<file path="src/verilog/vec_pkg.sv">
/*
 * Vector configuration front end shared definitions
 * Instruction field constants, CSR addresses, vtype layout and request ops
 */

`default_nettype none

package vec_pkg;

	//////////////////////////////////////////////////////////////////////
	// Basic widths
	//////////////////////////////////////////////////////////////////////

	typedef logic [31:0] instr_t;    // Raw instruction word
	typedef logic [31:0] xlen_t;     // Scalar register value
	typedef logic [4:0]  reg_addr_t; // x-register index
	typedef logic [11:0] csr_addr_t;

	// vtype layout {vill, vma, vta, vsew[2:0], vlmul[2:0]}
	typedef logic [8:0] vtype_t;
	typedef logic [2:0] vsew_t;
	typedef logic [2:0] vlmul_t;

	// Value loaded into vtype on reset or on an unsupported configuration
	localparam vtype_t VTYPE_ILL = 9'h100;

	//////////////////////////////////////////////////////////////////////
	// Request operations
	//////////////////////////////////////////////////////////////////////

	typedef enum logic [2:0] {
		OP_VCFG = 3'd0, // vsetvli, vsetivli, vsetvl
		OP_CSRW = 3'd1, // CSRRW / CSRRWI
		OP_CSRS = 3'd2, // CSRRS / CSRRSI, also pure reads
		OP_CSRC = 3'd3  // CSRRC / CSRRCI
	} vec_op_e;

	//////////////////////////////////////////////////////////////////////
	// Opcodes and function codes
	//////////////////////////////////////////////////////////////////////

	localparam logic [6:0] OPCODE_VEC    = 7'b1010111;
	localparam logic [6:0] OPCODE_SYSTEM = 7'b1110011;

	// Configuration group inside OPCODE_VEC
	localparam logic [2:0] OPCFG = 3'b111;

	//////////////////////////////////////////////////////////////////////
	// Vector CSR addresses
	//////////////////////////////////////////////////////////////////////

	// Read/write, unprivileged
	localparam csr_addr_t CSR_VSTART = 12'h008;
	localparam csr_addr_t CSR_VXSAT  = 12'h009;
	localparam csr_addr_t CSR_VXRM   = 12'h00A;
	localparam csr_addr_t CSR_VCSR   = 12'h00F;

	// Read-only, unprivileged
	localparam csr_addr_t CSR_VL    = 12'hC20;
	localparam csr_addr_t CSR_VTYPE = 12'hC21;
	localparam csr_addr_t CSR_VLENB = 12'hC22;

endpackage : vec_pkg

`default_nettype wire

</file>
<file path="src/verilog/vec_csr_unit.sv">
/*
 * Vector CSR unit
 * Holds vl, vtype, vstart, vxsat and vxrm, executes queued requests
 * and returns the rd writeback value
 */

`default_nettype none

module vec_csr_unit #(
	parameter int unsigned VLEN = 256
) (
	input  logic               clk_i,
	input  logic               reset_i,
	input  logic               not_empty_i,
	input  logic               stall_i, // Writeback port busy
	// Head of the request queue
	input  vec_pkg::vec_op_e   op_i,
	input  vec_pkg::reg_addr_t rd_i,
	input  logic               use_rd_i,
	input  vec_pkg::xlen_t     rs1_i,
	input  vec_pkg::vtype_t    vtype_i,
	input  vec_pkg::csr_addr_t csr_addr_i,
	input  logic               keep_vl_i,
	input  logic               maxvl_i,
	output logic               pop_o,
	// Writeback
	output logic               result_valid_o,
	output vec_pkg::reg_addr_t result_rd_o,
	output vec_pkg::xlen_t     result_data_o
);

	import vec_pkg::*;

	localparam int unsigned VSTART_W = $clog2(VLEN);
	localparam xlen_t       VLENB    = xlen_t'(VLEN / 8);

	// Architectural state
	xlen_t               vl_q;
	vtype_t              vtype_q;
	logic [VSTART_W-1:0] vstart_q;
	logic                vxsat_q;
	logic [1:0]          vxrm_q;

	vsew_t  sew;
	vlmul_t lmul;
	logic   cfg_ill;
	xlen_t  vlmax;
	xlen_t  cfg_vl;
	vtype_t cfg_vtype;
	xlen_t  csr_old;
	xlen_t  csr_new;
	xlen_t  result;

	assign pop_o = not_empty_i & ~stall_i;

	//////////////////////////////////////////////////////////////////////
	// vset* path
	//////////////////////////////////////////////////////////////////////

	assign sew  = vtype_i[5:3];
	assign lmul = vtype_i[2:0];

	// SEW above 64 and fractional LMUL are unsupported
	assign cfg_ill = vtype_i[8] | sew[2] | lmul[2];

	assign vlmax = (xlen_t'(VLEN) >> (3 + sew[1:0])) << lmul[1:0];

	always_comb begin
		if (cfg_ill)
			cfg_vl = '0;
		else if (maxvl_i)
			cfg_vl = vlmax;
		else if (keep_vl_i)
			cfg_vl = vl_q;
		else
			cfg_vl = (rs1_i < vlmax) ? rs1_i : vlmax; // min(AVL, VLMAX)
	end

	assign cfg_vtype = cfg_ill ? VTYPE_ILL : vtype_i;

	//////////////////////////////////////////////////////////////////////
	// CSR path
	//////////////////////////////////////////////////////////////////////

	always_comb begin
		case (csr_addr_i)
			CSR_VSTART: csr_old = xlen_t'(vstart_q);
			CSR_VXSAT:  csr_old = xlen_t'(vxsat_q);
			CSR_VXRM:   csr_old = xlen_t'(vxrm_q);
			CSR_VCSR:   csr_old = xlen_t'({vxrm_q, vxsat_q});
			CSR_VL:     csr_old = vl_q;
			CSR_VTYPE:  csr_old = {vtype_q[8], 23'b0, vtype_q[7:0]}; // vill sits at the MSB
			CSR_VLENB:  csr_old = VLENB;
			default:    csr_old = '0;
		endcase
	end

	always_comb begin
		case (op_i)
			OP_CSRW: csr_new = rs1_i;
			OP_CSRS: csr_new = csr_old | rs1_i;
			OP_CSRC: csr_new = csr_old & ~rs1_i;
			default: csr_new = csr_old;
		endcase
	end

	assign result = (op_i == OP_VCFG) ? cfg_vl : csr_old;

	//////////////////////////////////////////////////////////////////////
	// State update
	//////////////////////////////////////////////////////////////////////

	always_ff @(posedge clk_i) begin
		if (reset_i) begin
			vl_q           <= '0;
			vtype_q        <= VTYPE_ILL;
			vstart_q       <= '0;
			vxsat_q        <= 1'b0;
			vxrm_q         <= '0;
			result_valid_o <= 1'b0;
		end else if (!stall_i) begin
			result_valid_o <= pop_o & use_rd_i;
			if (pop_o) begin
				if (op_i == OP_VCFG) begin
					vl_q     <= cfg_vl;
					vtype_q  <= cfg_vtype;
					vstart_q <= '0;
				end else begin
					case (csr_addr_i)
						CSR_VSTART: vstart_q <= csr_new[VSTART_W-1:0];
						CSR_VXSAT:  vxsat_q  <= csr_new[0];
						CSR_VXRM:   vxrm_q   <= csr_new[1:0];
						CSR_VCSR: begin
							vxrm_q  <= csr_new[2:1];
							vxsat_q <= csr_new[0];
						end
						default: ; // Read-only registers
					endcase
				end
			end
		end
	end

	// Result payload, held while stalled
	always_ff @(posedge clk_i) begin
		if (pop_o) begin
			result_rd_o   <= rd_i;
			result_data_o <= result;
		end
	end

endmodule : vec_csr_unit

`default_nettype wire

</file>
<file path="src/verilog/vec_ctrl_top.sv">
/*
 * Vector configuration front end
 * Decoder feeding a request queue that drains into the CSR unit
 */

`default_nettype none

module vec_ctrl_top #(
	parameter int unsigned VLEN       = 256,
	parameter int unsigned FIFO_DEPTH = 4
) (
	input  logic               clk_i,
	input  logic               reset_i,
	input  vec_pkg::instr_t    instr_i,
	input  logic               instr_valid_i,
	input  vec_pkg::xlen_t     rs1_i,
	input  vec_pkg::xlen_t     rs2_i,
	input  logic               stall_i,
	output logic               instr_illegal_o,
	output logic               full_o,
	output logic               result_valid_o,
	output vec_pkg::reg_addr_t result_rd_o,
	output vec_pkg::xlen_t     result_data_o
);

	import vec_pkg::*;

	// Decoder to queue
	logic      push;
	vec_op_e   req_op;
	reg_addr_t req_rd;
	logic      req_use_rd;
	xlen_t     req_rs1;
	vtype_t    req_vtype;
	csr_addr_t req_csr_addr;
	logic      req_keep_vl;
	logic      req_maxvl;

	// Queue head to CSR unit
	logic      pop;
	logic      not_empty;
	vec_op_e   head_op;
	reg_addr_t head_rd;
	logic      head_use_rd;
	xlen_t     head_rs1;
	vtype_t    head_vtype;
	csr_addr_t head_csr_addr;
	logic      head_keep_vl;
	logic      head_maxvl;

	vec_decoder i_decoder (
		.instr_i         (instr_i),
		.instr_valid_i   (instr_valid_i),
		.rs1_i           (rs1_i),
		.rs2_i           (rs2_i),
		.full_i          (full_o),
		.instr_illegal_o (instr_illegal_o),
		.push_o          (push),
		.op_o            (req_op),
		.rd_o            (req_rd),
		.use_rd_o        (req_use_rd),
		.rs1_o           (req_rs1),
		.vtype_o         (req_vtype),
		.csr_addr_o      (req_csr_addr),
		.keep_vl_o       (req_keep_vl),
		.maxvl_o         (req_maxvl)
	);

	vec_req_fifo #(
		.FIFO_DEPTH (FIFO_DEPTH)
	) i_req_fifo (
		.clk_i       (clk_i),
		.reset_i     (reset_i),
		.push_i      (push),
		.pop_i       (pop),
		.op_i        (req_op),
		.rd_i        (req_rd),
		.use_rd_i    (req_use_rd),
		.rs1_i       (req_rs1),
		.vtype_i     (req_vtype),
		.csr_addr_i  (req_csr_addr),
		.keep_vl_i   (req_keep_vl),
		.maxvl_i     (req_maxvl),
		.full_o      (full_o),
		.not_empty_o (not_empty),
		.op_o        (head_op),
		.rd_o        (head_rd),
		.use_rd_o    (head_use_rd),
		.rs1_o       (head_rs1),
		.vtype_o     (head_vtype),
		.csr_addr_o  (head_csr_addr),
		.keep_vl_o   (head_keep_vl),
		.maxvl_o     (head_maxvl)
	);

	vec_csr_unit #(
		.VLEN (VLEN)
	) i_csr_unit (
		.clk_i          (clk_i),
		.reset_i        (reset_i),
		.not_empty_i    (not_empty),
		.stall_i        (stall_i),
		.op_i           (head_op),
		.rd_i           (head_rd),
		.use_rd_i       (head_use_rd),
		.rs1_i          (head_rs1),
		.vtype_i        (head_vtype),
		.csr_addr_i     (head_csr_addr),
		.keep_vl_i      (head_keep_vl),
		.maxvl_i        (head_maxvl),
		.pop_o          (pop),
		.result_valid_o (result_valid_o),
		.result_rd_o    (result_rd_o),
		.result_data_o  (result_data_o)
	);

endmodule : vec_ctrl_top

`default_nettype wire

</file>
<file path="src/verilog/vec_decoder.sv">
/*
 * Vector instruction decoder
 * Turns vset* and vector Zicsr instructions into request queue entries,
 * flags everything else as illegal
 */

`default_nettype none

module vec_decoder (
	// Instruction from the scalar core
	input  vec_pkg::instr_t    instr_i,
	input  logic               instr_valid_i,
	input  vec_pkg::xlen_t     rs1_i,
	input  vec_pkg::xlen_t     rs2_i,
	// Queue status
	input  logic               full_i,
	output logic               instr_illegal_o,
	// Queue write side
	output logic               push_o,
	output vec_pkg::vec_op_e   op_o,
	output vec_pkg::reg_addr_t rd_o,
	output logic               use_rd_o,
	output vec_pkg::xlen_t     rs1_o,
	output vec_pkg::vtype_t    vtype_o,
	output vec_pkg::csr_addr_t csr_addr_o,
	output logic               keep_vl_o,
	output logic               maxvl_o
);

	import vec_pkg::*;

	//////////////////////////////////////////////////////////////////////
	// Instruction fields
	//////////////////////////////////////////////////////////////////////

	reg_addr_t  rd_field;
	reg_addr_t  rs1_field; // Also the 5-bit immediate
	logic [2:0] funct3;
	csr_addr_t  csr_field;
	logic       accept;    // Instruction seen while the queue has room
	logic       pure_read; // Set or clear with a zero operand
	logic       illegal;

	assign rd_field  = instr_i[11:7];
	assign rs1_field = instr_i[19:15];
	assign funct3    = instr_i[14:12];
	assign csr_field = instr_i[31:20];

	assign accept    = instr_valid_i & ~full_i;
	assign pure_read = funct3[1] & (rs1_field == '0);

	//////////////////////////////////////////////////////////////////////
	// Decode
	//////////////////////////////////////////////////////////////////////

	always_comb begin : decode
		illegal    = 1'b0;
		op_o       = OP_VCFG;
		rd_o       = rd_field;
		use_rd_o   = 1'b1;
		rs1_o      = rs1_i;
		vtype_o    = '0;
		csr_addr_o = '0;
		keep_vl_o  = 1'b0;
		maxvl_o    = 1'b0;

		case (instr_i[6:0])
			OPCODE_VEC: begin
				if (funct3 != OPCFG) begin
					illegal = 1'b1; // Vector arithmetic not handled here
				end else if (!instr_i[31]) begin
					// vsetvli, reserved zimm bits force vill
					vtype_o   = {|instr_i[30:28], instr_i[27:20]};
					maxvl_o   = (rs1_field == '0) && (rd_field != '0);
					keep_vl_o = (rs1_field == '0) && (rd_field == '0);
				end else if (instr_i[30]) begin
					// vsetivli
					vtype_o = {|instr_i[29:28], instr_i[27:20]};
					rs1_o   = xlen_t'(rs1_field); // AVL from uimm
				end else if (instr_i[29:25] == '0) begin
					// vsetvl, vtype taken from rs2
					vtype_o   = {|rs2_i[31:8], rs2_i[7:0]};
					maxvl_o   = (rs1_field == '0) && (rd_field != '0);
					keep_vl_o = (rs1_field == '0) && (rd_field == '0);
				end else begin
					illegal = 1'b1;
				end
			end

			OPCODE_SYSTEM: begin
				csr_addr_o = csr_field;
				if (instr_i[14])
					rs1_o = xlen_t'(rs1_field); // Immediate forms

				case (funct3[1:0])
					2'b01: begin
						op_o     = OP_CSRW;
						use_rd_o = rd_field != '0; // No read side effect wanted
					end
					2'b10: op_o = OP_CSRS;
					2'b11: op_o = OP_CSRC;
					default: illegal = 1'b1; // ECALL, EBREAK, xRET and friends
				endcase

				if (pure_read) begin
					op_o  = OP_CSRS;
					rs1_o = '0;
				end

				// Only reads reach the read-only registers
				case (csr_field)
					CSR_VSTART, CSR_VXSAT, CSR_VXRM, CSR_VCSR: ;
					CSR_VL, CSR_VTYPE, CSR_VLENB: begin
						if (!pure_read)
							illegal = 1'b1;
					end
					default: illegal = 1'b1;
				endcase
			end

			default: illegal = 1'b1;
		endcase
	end

	// A full queue drops the instruction silently
	assign instr_illegal_o = accept & illegal;
	assign push_o          = accept & ~illegal;

endmodule : vec_decoder

`default_nettype wire

</file>
<file path="src/verilog/vec_req_fifo.sv">
/*
 * Request queue between decoder and CSR unit
 * Circular buffer of decoded requests with an occupancy counter
 */

`default_nettype none

module vec_req_fifo #(
	parameter int unsigned FIFO_DEPTH = 4
) (
	input  logic               clk_i,
	input  logic               reset_i,
	input  logic               push_i,
	input  logic               pop_i,
	// Write side
	input  vec_pkg::vec_op_e   op_i,
	input  vec_pkg::reg_addr_t rd_i,
	input  logic               use_rd_i,
	input  vec_pkg::xlen_t     rs1_i,
	input  vec_pkg::vtype_t    vtype_i,
	input  vec_pkg::csr_addr_t csr_addr_i,
	input  logic               keep_vl_i,
	input  logic               maxvl_i,
	// Status
	output logic               full_o,
	output logic               not_empty_o,
	// Head of queue
	output vec_pkg::vec_op_e   op_o,
	output vec_pkg::reg_addr_t rd_o,
	output logic               use_rd_o,
	output vec_pkg::xlen_t     rs1_o,
	output vec_pkg::vtype_t    vtype_o,
	output vec_pkg::csr_addr_t csr_addr_o,
	output logic               keep_vl_o,
	output logic               maxvl_o
);

	import vec_pkg::*;

	localparam int unsigned PTR_W = (FIFO_DEPTH > 1) ? $clog2(FIFO_DEPTH) : 1;
	localparam int unsigned CNT_W = $clog2(FIFO_DEPTH + 1);

	typedef logic [PTR_W-1:0] ptr_t;

	ptr_t             wr_ptr_q;
	ptr_t             rd_ptr_q;
	logic [CNT_W-1:0] count_q;
	logic             do_push;
	logic             do_pop;

	// Storage, one array per field
	vec_op_e   op_q       [FIFO_DEPTH];
	reg_addr_t rd_q       [FIFO_DEPTH];
	logic      use_rd_q   [FIFO_DEPTH];
	xlen_t     rs1_q      [FIFO_DEPTH];
	vtype_t    vtype_q    [FIFO_DEPTH];
	csr_addr_t csr_addr_q [FIFO_DEPTH];
	logic      keep_vl_q  [FIFO_DEPTH];
	logic      maxvl_q    [FIFO_DEPTH];

	// Wrap for depths that are not a power of two
	function automatic ptr_t next_ptr(input ptr_t ptr);
		return (ptr == ptr_t'(FIFO_DEPTH - 1)) ? '0 : ptr + 1'b1;
	endfunction

	assign full_o      = count_q == CNT_W'(FIFO_DEPTH);
	assign not_empty_o = count_q != '0;
	assign do_pop      = pop_i & not_empty_o;
	assign do_push     = push_i & (~full_o | do_pop); // Full queue takes push with pop

	always_ff @(posedge clk_i) begin
		if (reset_i) begin
			wr_ptr_q <= '0;
			rd_ptr_q <= '0;
			count_q  <= '0;
		end else begin
			if (do_push)
				wr_ptr_q <= next_ptr(wr_ptr_q);
			if (do_pop)
				rd_ptr_q <= next_ptr(rd_ptr_q);
			count_q <= count_q + CNT_W'(do_push) - CNT_W'(do_pop);
		end
	end

	always_ff @(posedge clk_i) begin
		if (do_push) begin
			op_q[wr_ptr_q]       <= op_i;
			rd_q[wr_ptr_q]       <= rd_i;
			use_rd_q[wr_ptr_q]   <= use_rd_i;
			rs1_q[wr_ptr_q]      <= rs1_i;
			vtype_q[wr_ptr_q]    <= vtype_i;
			csr_addr_q[wr_ptr_q] <= csr_addr_i;
			keep_vl_q[wr_ptr_q]  <= keep_vl_i;
			maxvl_q[wr_ptr_q]    <= maxvl_i;
		end
	end

	assign op_o       = op_q[rd_ptr_q];
	assign rd_o       = rd_q[rd_ptr_q];
	assign use_rd_o   = use_rd_q[rd_ptr_q];
	assign rs1_o      = rs1_q[rd_ptr_q];
	assign vtype_o    = vtype_q[rd_ptr_q];
	assign csr_addr_o = csr_addr_q[rd_ptr_q];
	assign keep_vl_o  = keep_vl_q[rd_ptr_q];
	assign maxvl_o    = maxvl_q[rd_ptr_q];

endmodule : vec_req_fifo

`default_nettype wire
</file>
<file path="config.mk">
export PLATFORM = sky130hd
export DESIGN_NAME = vec_ctrl_top
export DESIGN_NICKNAME = d
export VERILOG_FILES = /design/src/verilog/vec_pkg.sv /design/src/verilog/vec_csr_unit.sv /design/src/verilog/vec_ctrl_top.sv /design/src/verilog/vec_decoder.sv /design/src/verilog/vec_req_fifo.sv
export SDC_FILE = /design/constraint.sdc
export NUM_CORES = 1
export LEC_CHECK = 0
export BUFFER_PORTS_ARGS = -buffer_cell sky130_fd_sc_hd__buf_2
export CAP_MARGIN = 20
export CORE_ASPECT_RATIO = 0.7
export CORE_UTILIZATION = 45
export DETAILED_ROUTE_END_ITERATION = 10
export PLACE_DENSITY = 0.69
export SLEW_MARGIN = 20
export SYNTH_ARGS = -nofsm -noshare
export SYNTH_HDL_FRONTEND = slang
export SYNTH_HIERARCHICAL = 1
export SYNTH_SLANG_ARGS = --single-unit
export TNS_END_PERCENT = 10
</file>
<file path="constraint.sdc">
create_clock -name clk_i -period 9.1 [get_ports clk_i]
set_input_delay 1.82 -clock clk_i [delete_from_list [all_inputs] [get_ports clk_i]]
set_output_delay 1.82 -clock clk_i [all_outputs]
set_load 0.05 [all_outputs]
</file>
==> summary.txt <==
Detailed Route Iter0 Violations -> 933
endpoints failing setup -> 0
Skew-Pair Late Insertion Delay -> 0.54 ns
Setup Buffers After CTS -> 0
Clock Skew -> 0.01453 ns
capturing point of the worst reg2reg path -> i_csr_unit/result_data_o[8]$_DFFE_PP_
asr flop ratio synth -> 0%
synthesized cell area -> 15020 sq um
Buf/Inv on CP -> 2
Syn-to-layout area delta -> 15.22%
Arrival @ worst endpoint -> 3.92 ns
WS Path Type -> in2out
TritonCTS Buffers -> 36
Die Y -> 154.8 um
DP HPWL -> 21.28 mm
# clock sinks -> 355
post-synth top area share -> 58.59%
Port Buf Inserts -> 139
# nets final -> 1236
Max VDD drop -> 0.1124 mV
Max FO, Critical Path -> 4
initial core utilization -> 46.14%
drt via density -> 5.723
post-route ant nets -> 0
CP endpoint kind -> output pin
CP required -> 7.28 ns
Root Buffer Master -> clkbuf_16
cell family with most CP delay -> simple AND/OR/NAND/NOR gates
RSZ-0062 raised after global routing -> no
Rows -> 55
CP Launch Type -> input pin
worst hold path class -> reg2reg
maximum number of pins on one net before global-route repair -> 65
routed wire length -> 32.30 mm
Post-synth EDFFs -> 293
Slew Viols, Final -> 0
Slowest-stage cell, CP -> nor3_1
post-route minimum period -> 5.742 ns
Core Region -> 32550 sq um
Leak Pwr -> 5.932 nW
Post-Layout Cell Count -> 1576
Post-CTS Resized -> 0
CP most frequent cell -> buf_2
worst-case clock buffer depth -> 3
ys flop type -> edfxtp_1
number of global-route vias before repair -> 8678
part of the power in registers -> 52.4%
Placer Congestion -> 0.8969
Hold Fails Final Rpt -> 0
drt drc -> 3
worst slew pin tran -> 1.046 ns
hold slack -> 0.4481 ns
antenna fix cells -> 0
post-synthesis cell count -> 986
dpl cells -> 1511
Slew HR -> 30.25%
max incr delay on CP -> 0.54 ns
Max H-tree Level -> 2
Clk pin slew, worst setup/hold paths -> 0.06 ns
CTS tree -> built
outcome -> complete, but fails checks
Cell Chain, Critical Path -> buf_2 -> nor3_1 -> nand3_1 -> o32ai_2 -> a32oi_1 -> and3b_1 -> buf_2
DRT Pass-1 Iters -> 11
routed vias -> 9020
violated checks -> design-rule violations
r2r setup slk -> 4.29 ns
post-synth net total -> 1100
cts hold-fix bufs -> 0
CP Capture Point -> instr_illegal_o
Int Pwr -> 2.667 mW
Total GRT Usage -> 19.42%
WP depth -> 7
total power -> 3.327 mW
fmax -> 174.2 MHz
sequential cell area fraction in the yosys report -> 66.85%
cell with the most instances after synthesis -> edfxtp_1
grt ovf -> 0
Gate power share -> 1.7%
setup TNS -> 0 ns
# IOs -> 140
switching share of power -> 19.86%
initial antenna violation count -> 0
worst setup path startpoint -> instr_i[16]
total of max-cap violations -> 0
R2R depth -> 12
count of cell types in the netlist -> 88
dominant cells by area after synthesis -> edfxtp_1 (59%), mux4_2 (9.6%), dfxtp_1 (8.3%)
P_sw -> 0.6607 mW
part of the power in the clock network -> 45.9%
wire per inst -> 20.49 um
layout cell share with drive strength beyond 1 -> 26.63%
FF+latch count, synth -> 355
Synth top cells by count -> edfxtp_1 (293), mux4_2 (64), and2_1 (62), dfxtp_1 (62), nand2_1 (52)
die area -> 34120 sq um
Synth Area per Inst -> 15.23 sq um
top cell type by total area after synthesis -> edfxtp_1
PD cells -> 192.3 nW/um^2
crit share post-route -> 63.10%
Yosys warning total -> 6
Die W -> 220.4 um
global-route wire length before repair -> 49.96 mm
[worst min-delay path by stage]
| stage | to | from | cells after the start | slack, ns |
|---|---|---|---|---|
| 2_1_floorplan | i_csr_unit/vl_q[10]$_SDFFE_PP0P_ | i_csr_unit/vl_q[10]$_SDFFE_PP0P_ | 1 | 0.42 |
| 3_3_place_gp | i_csr_unit/vl_q[30]$_SDFFE_PP0P_ | i_csr_unit/vl_q[30]$_SDFFE_PP0P_ | 1 | 0.43 |
| 3_5_place_dp | i_csr_unit/vl_q[24]$_SDFFE_PP0P_ | i_csr_unit/vl_q[24]$_SDFFE_PP0P_ | 1 | 0.44 |
| 4_1_cts | i_csr_unit/vl_q[24]$_SDFFE_PP0P_ | i_csr_unit/vl_q[24]$_SDFFE_PP0P_ | 1 | 0.45 |
| 5_1_grt | i_csr_unit/vl_q[9]$_SDFFE_PP0P_ | i_csr_unit/vl_q[9]$_SDFFE_PP0P_ | 1 | 0.46 |
| 6_report | i_csr_unit/vl_q[22]$_SDFFE_PP0P_ | i_csr_unit/vl_q[22]$_SDFFE_PP0P_ | 1 | 0.45 |
[kinds of logic after synthesis]
family / share of synthesized area (%)
buffers and inverters: 2.299
flip-flops: 66.85
XOR/XNOR: 0.3499
other: 0.02497
AO/OA/AOI/OAI: 6.682
AND/OR/NAND/NOR: 12.06
multiplexers: 10.52
adder cells (fa/ha/maj): 1.216
[power groups by stage]
stage / sequential, mW / clock [mW] / combinational, mW
3_3_place_gp: 1.78 / 0 / 0.0543
5_1_grt: 1.74 / 1.61 / 0.0614
4_1_cts: 1.74 / 1.55 / 0.0558
2_1_floorplan: 1.78 / 0 / 0.0234
3_5_place_dp: 1.78 / 0 / 0.0557
6_report: 1.74 / 1.53 / 0.0556
[layer usage]
layer	vias up	wire length, um	track usage [%]
met5	-	0	0
met4	0	762	5.846
met3	59	2939	4.464
met2	458	13510	27.60
met1	4396	15090	29.53
li1	4107	-	-
[layout make-up]
class | count | area, sq um
clock buffer | 43 | 947.2
clock inverter | 22 | 280.3
fill | 2617 | 15250
inverter | 24 | 90.09
multi-input combinational | 556 | 4637
sequential | 355 | 10040
tap | 427 | 534.3
timing repair buffer | 149 | 770.7
[cells in the final DEF (no fill, tap or decap), types with 4 or more instances in the layout]
master	instances
o21ai_0	16
clkbuf_1	5
nand2b_1	13
nor2b_1	38
bufinv_16	5
nand4_1	6
a22oi_1	7
ha_1	13
nor2_1	47
nor4_1	13
xnor2_1	4
a31oi_1	5
dfxtp_1	60
mux2_2	7
nand2_1	52
a32o_1	4
a22o_1	8
nor3_1	15
or3_1	6
nand3_1	21
a211oi_1	6
clkbuf_16	36
clkinv_1	6
buf_4	10
mux2i_1	6
mux4_2	64
o2bb2ai_1	9
edfxtp_1	293
buf_2	139
o31ai_1	5
a21oi_1	41
and3_1	5
inv_1	23
and2_1	62
[registers in the layout, summed over array words and instances (netlist names), named ones only]
name,count
i_req_fifo/rs1_q,128
i_csr_unit/result_data_o,32
i_req_fifo/csr_addr_q,48
i_csr_unit/vstart_q,8
i_csr_unit/vtype_q,9
i_req_fifo/rd_q,20
i_csr_unit/vxsat_q,1
i_req_fifo/vtype_q,36
i_csr_unit/vl_q,32
i_req_fifo/op_q,12
i_csr_unit/result_rd_o,5
i_csr_unit/result_valid_o,1
i_req_fifo/count_q,3
i_req_fifo/maxvl_q,4
i_req_fifo/wr_ptr_q,2
i_req_fifo/rd_ptr_q,2
i_req_fifo/keep_vl_q,4
i_req_fifo/use_rd_q,4
i_csr_unit/vxrm_q,2
[per-stage QoR]
| step | setup slack [ns] | area (sq um) | util (%) |
|---|---|---|---|
| floorplan | 4.073 | 15020 | - |
| global route | 3.086 | 17300 | 53.16 |
| finish | 3.358 | 17300 | 53.16 |
| detailed placement | 3.137 | 16070 | 49.38 |
| CTS | 3.239 | 17300 | 53.15 |
| global placement | 3.300 | 16070 | 49.38 |
Power figures use the tool's default switching activity.
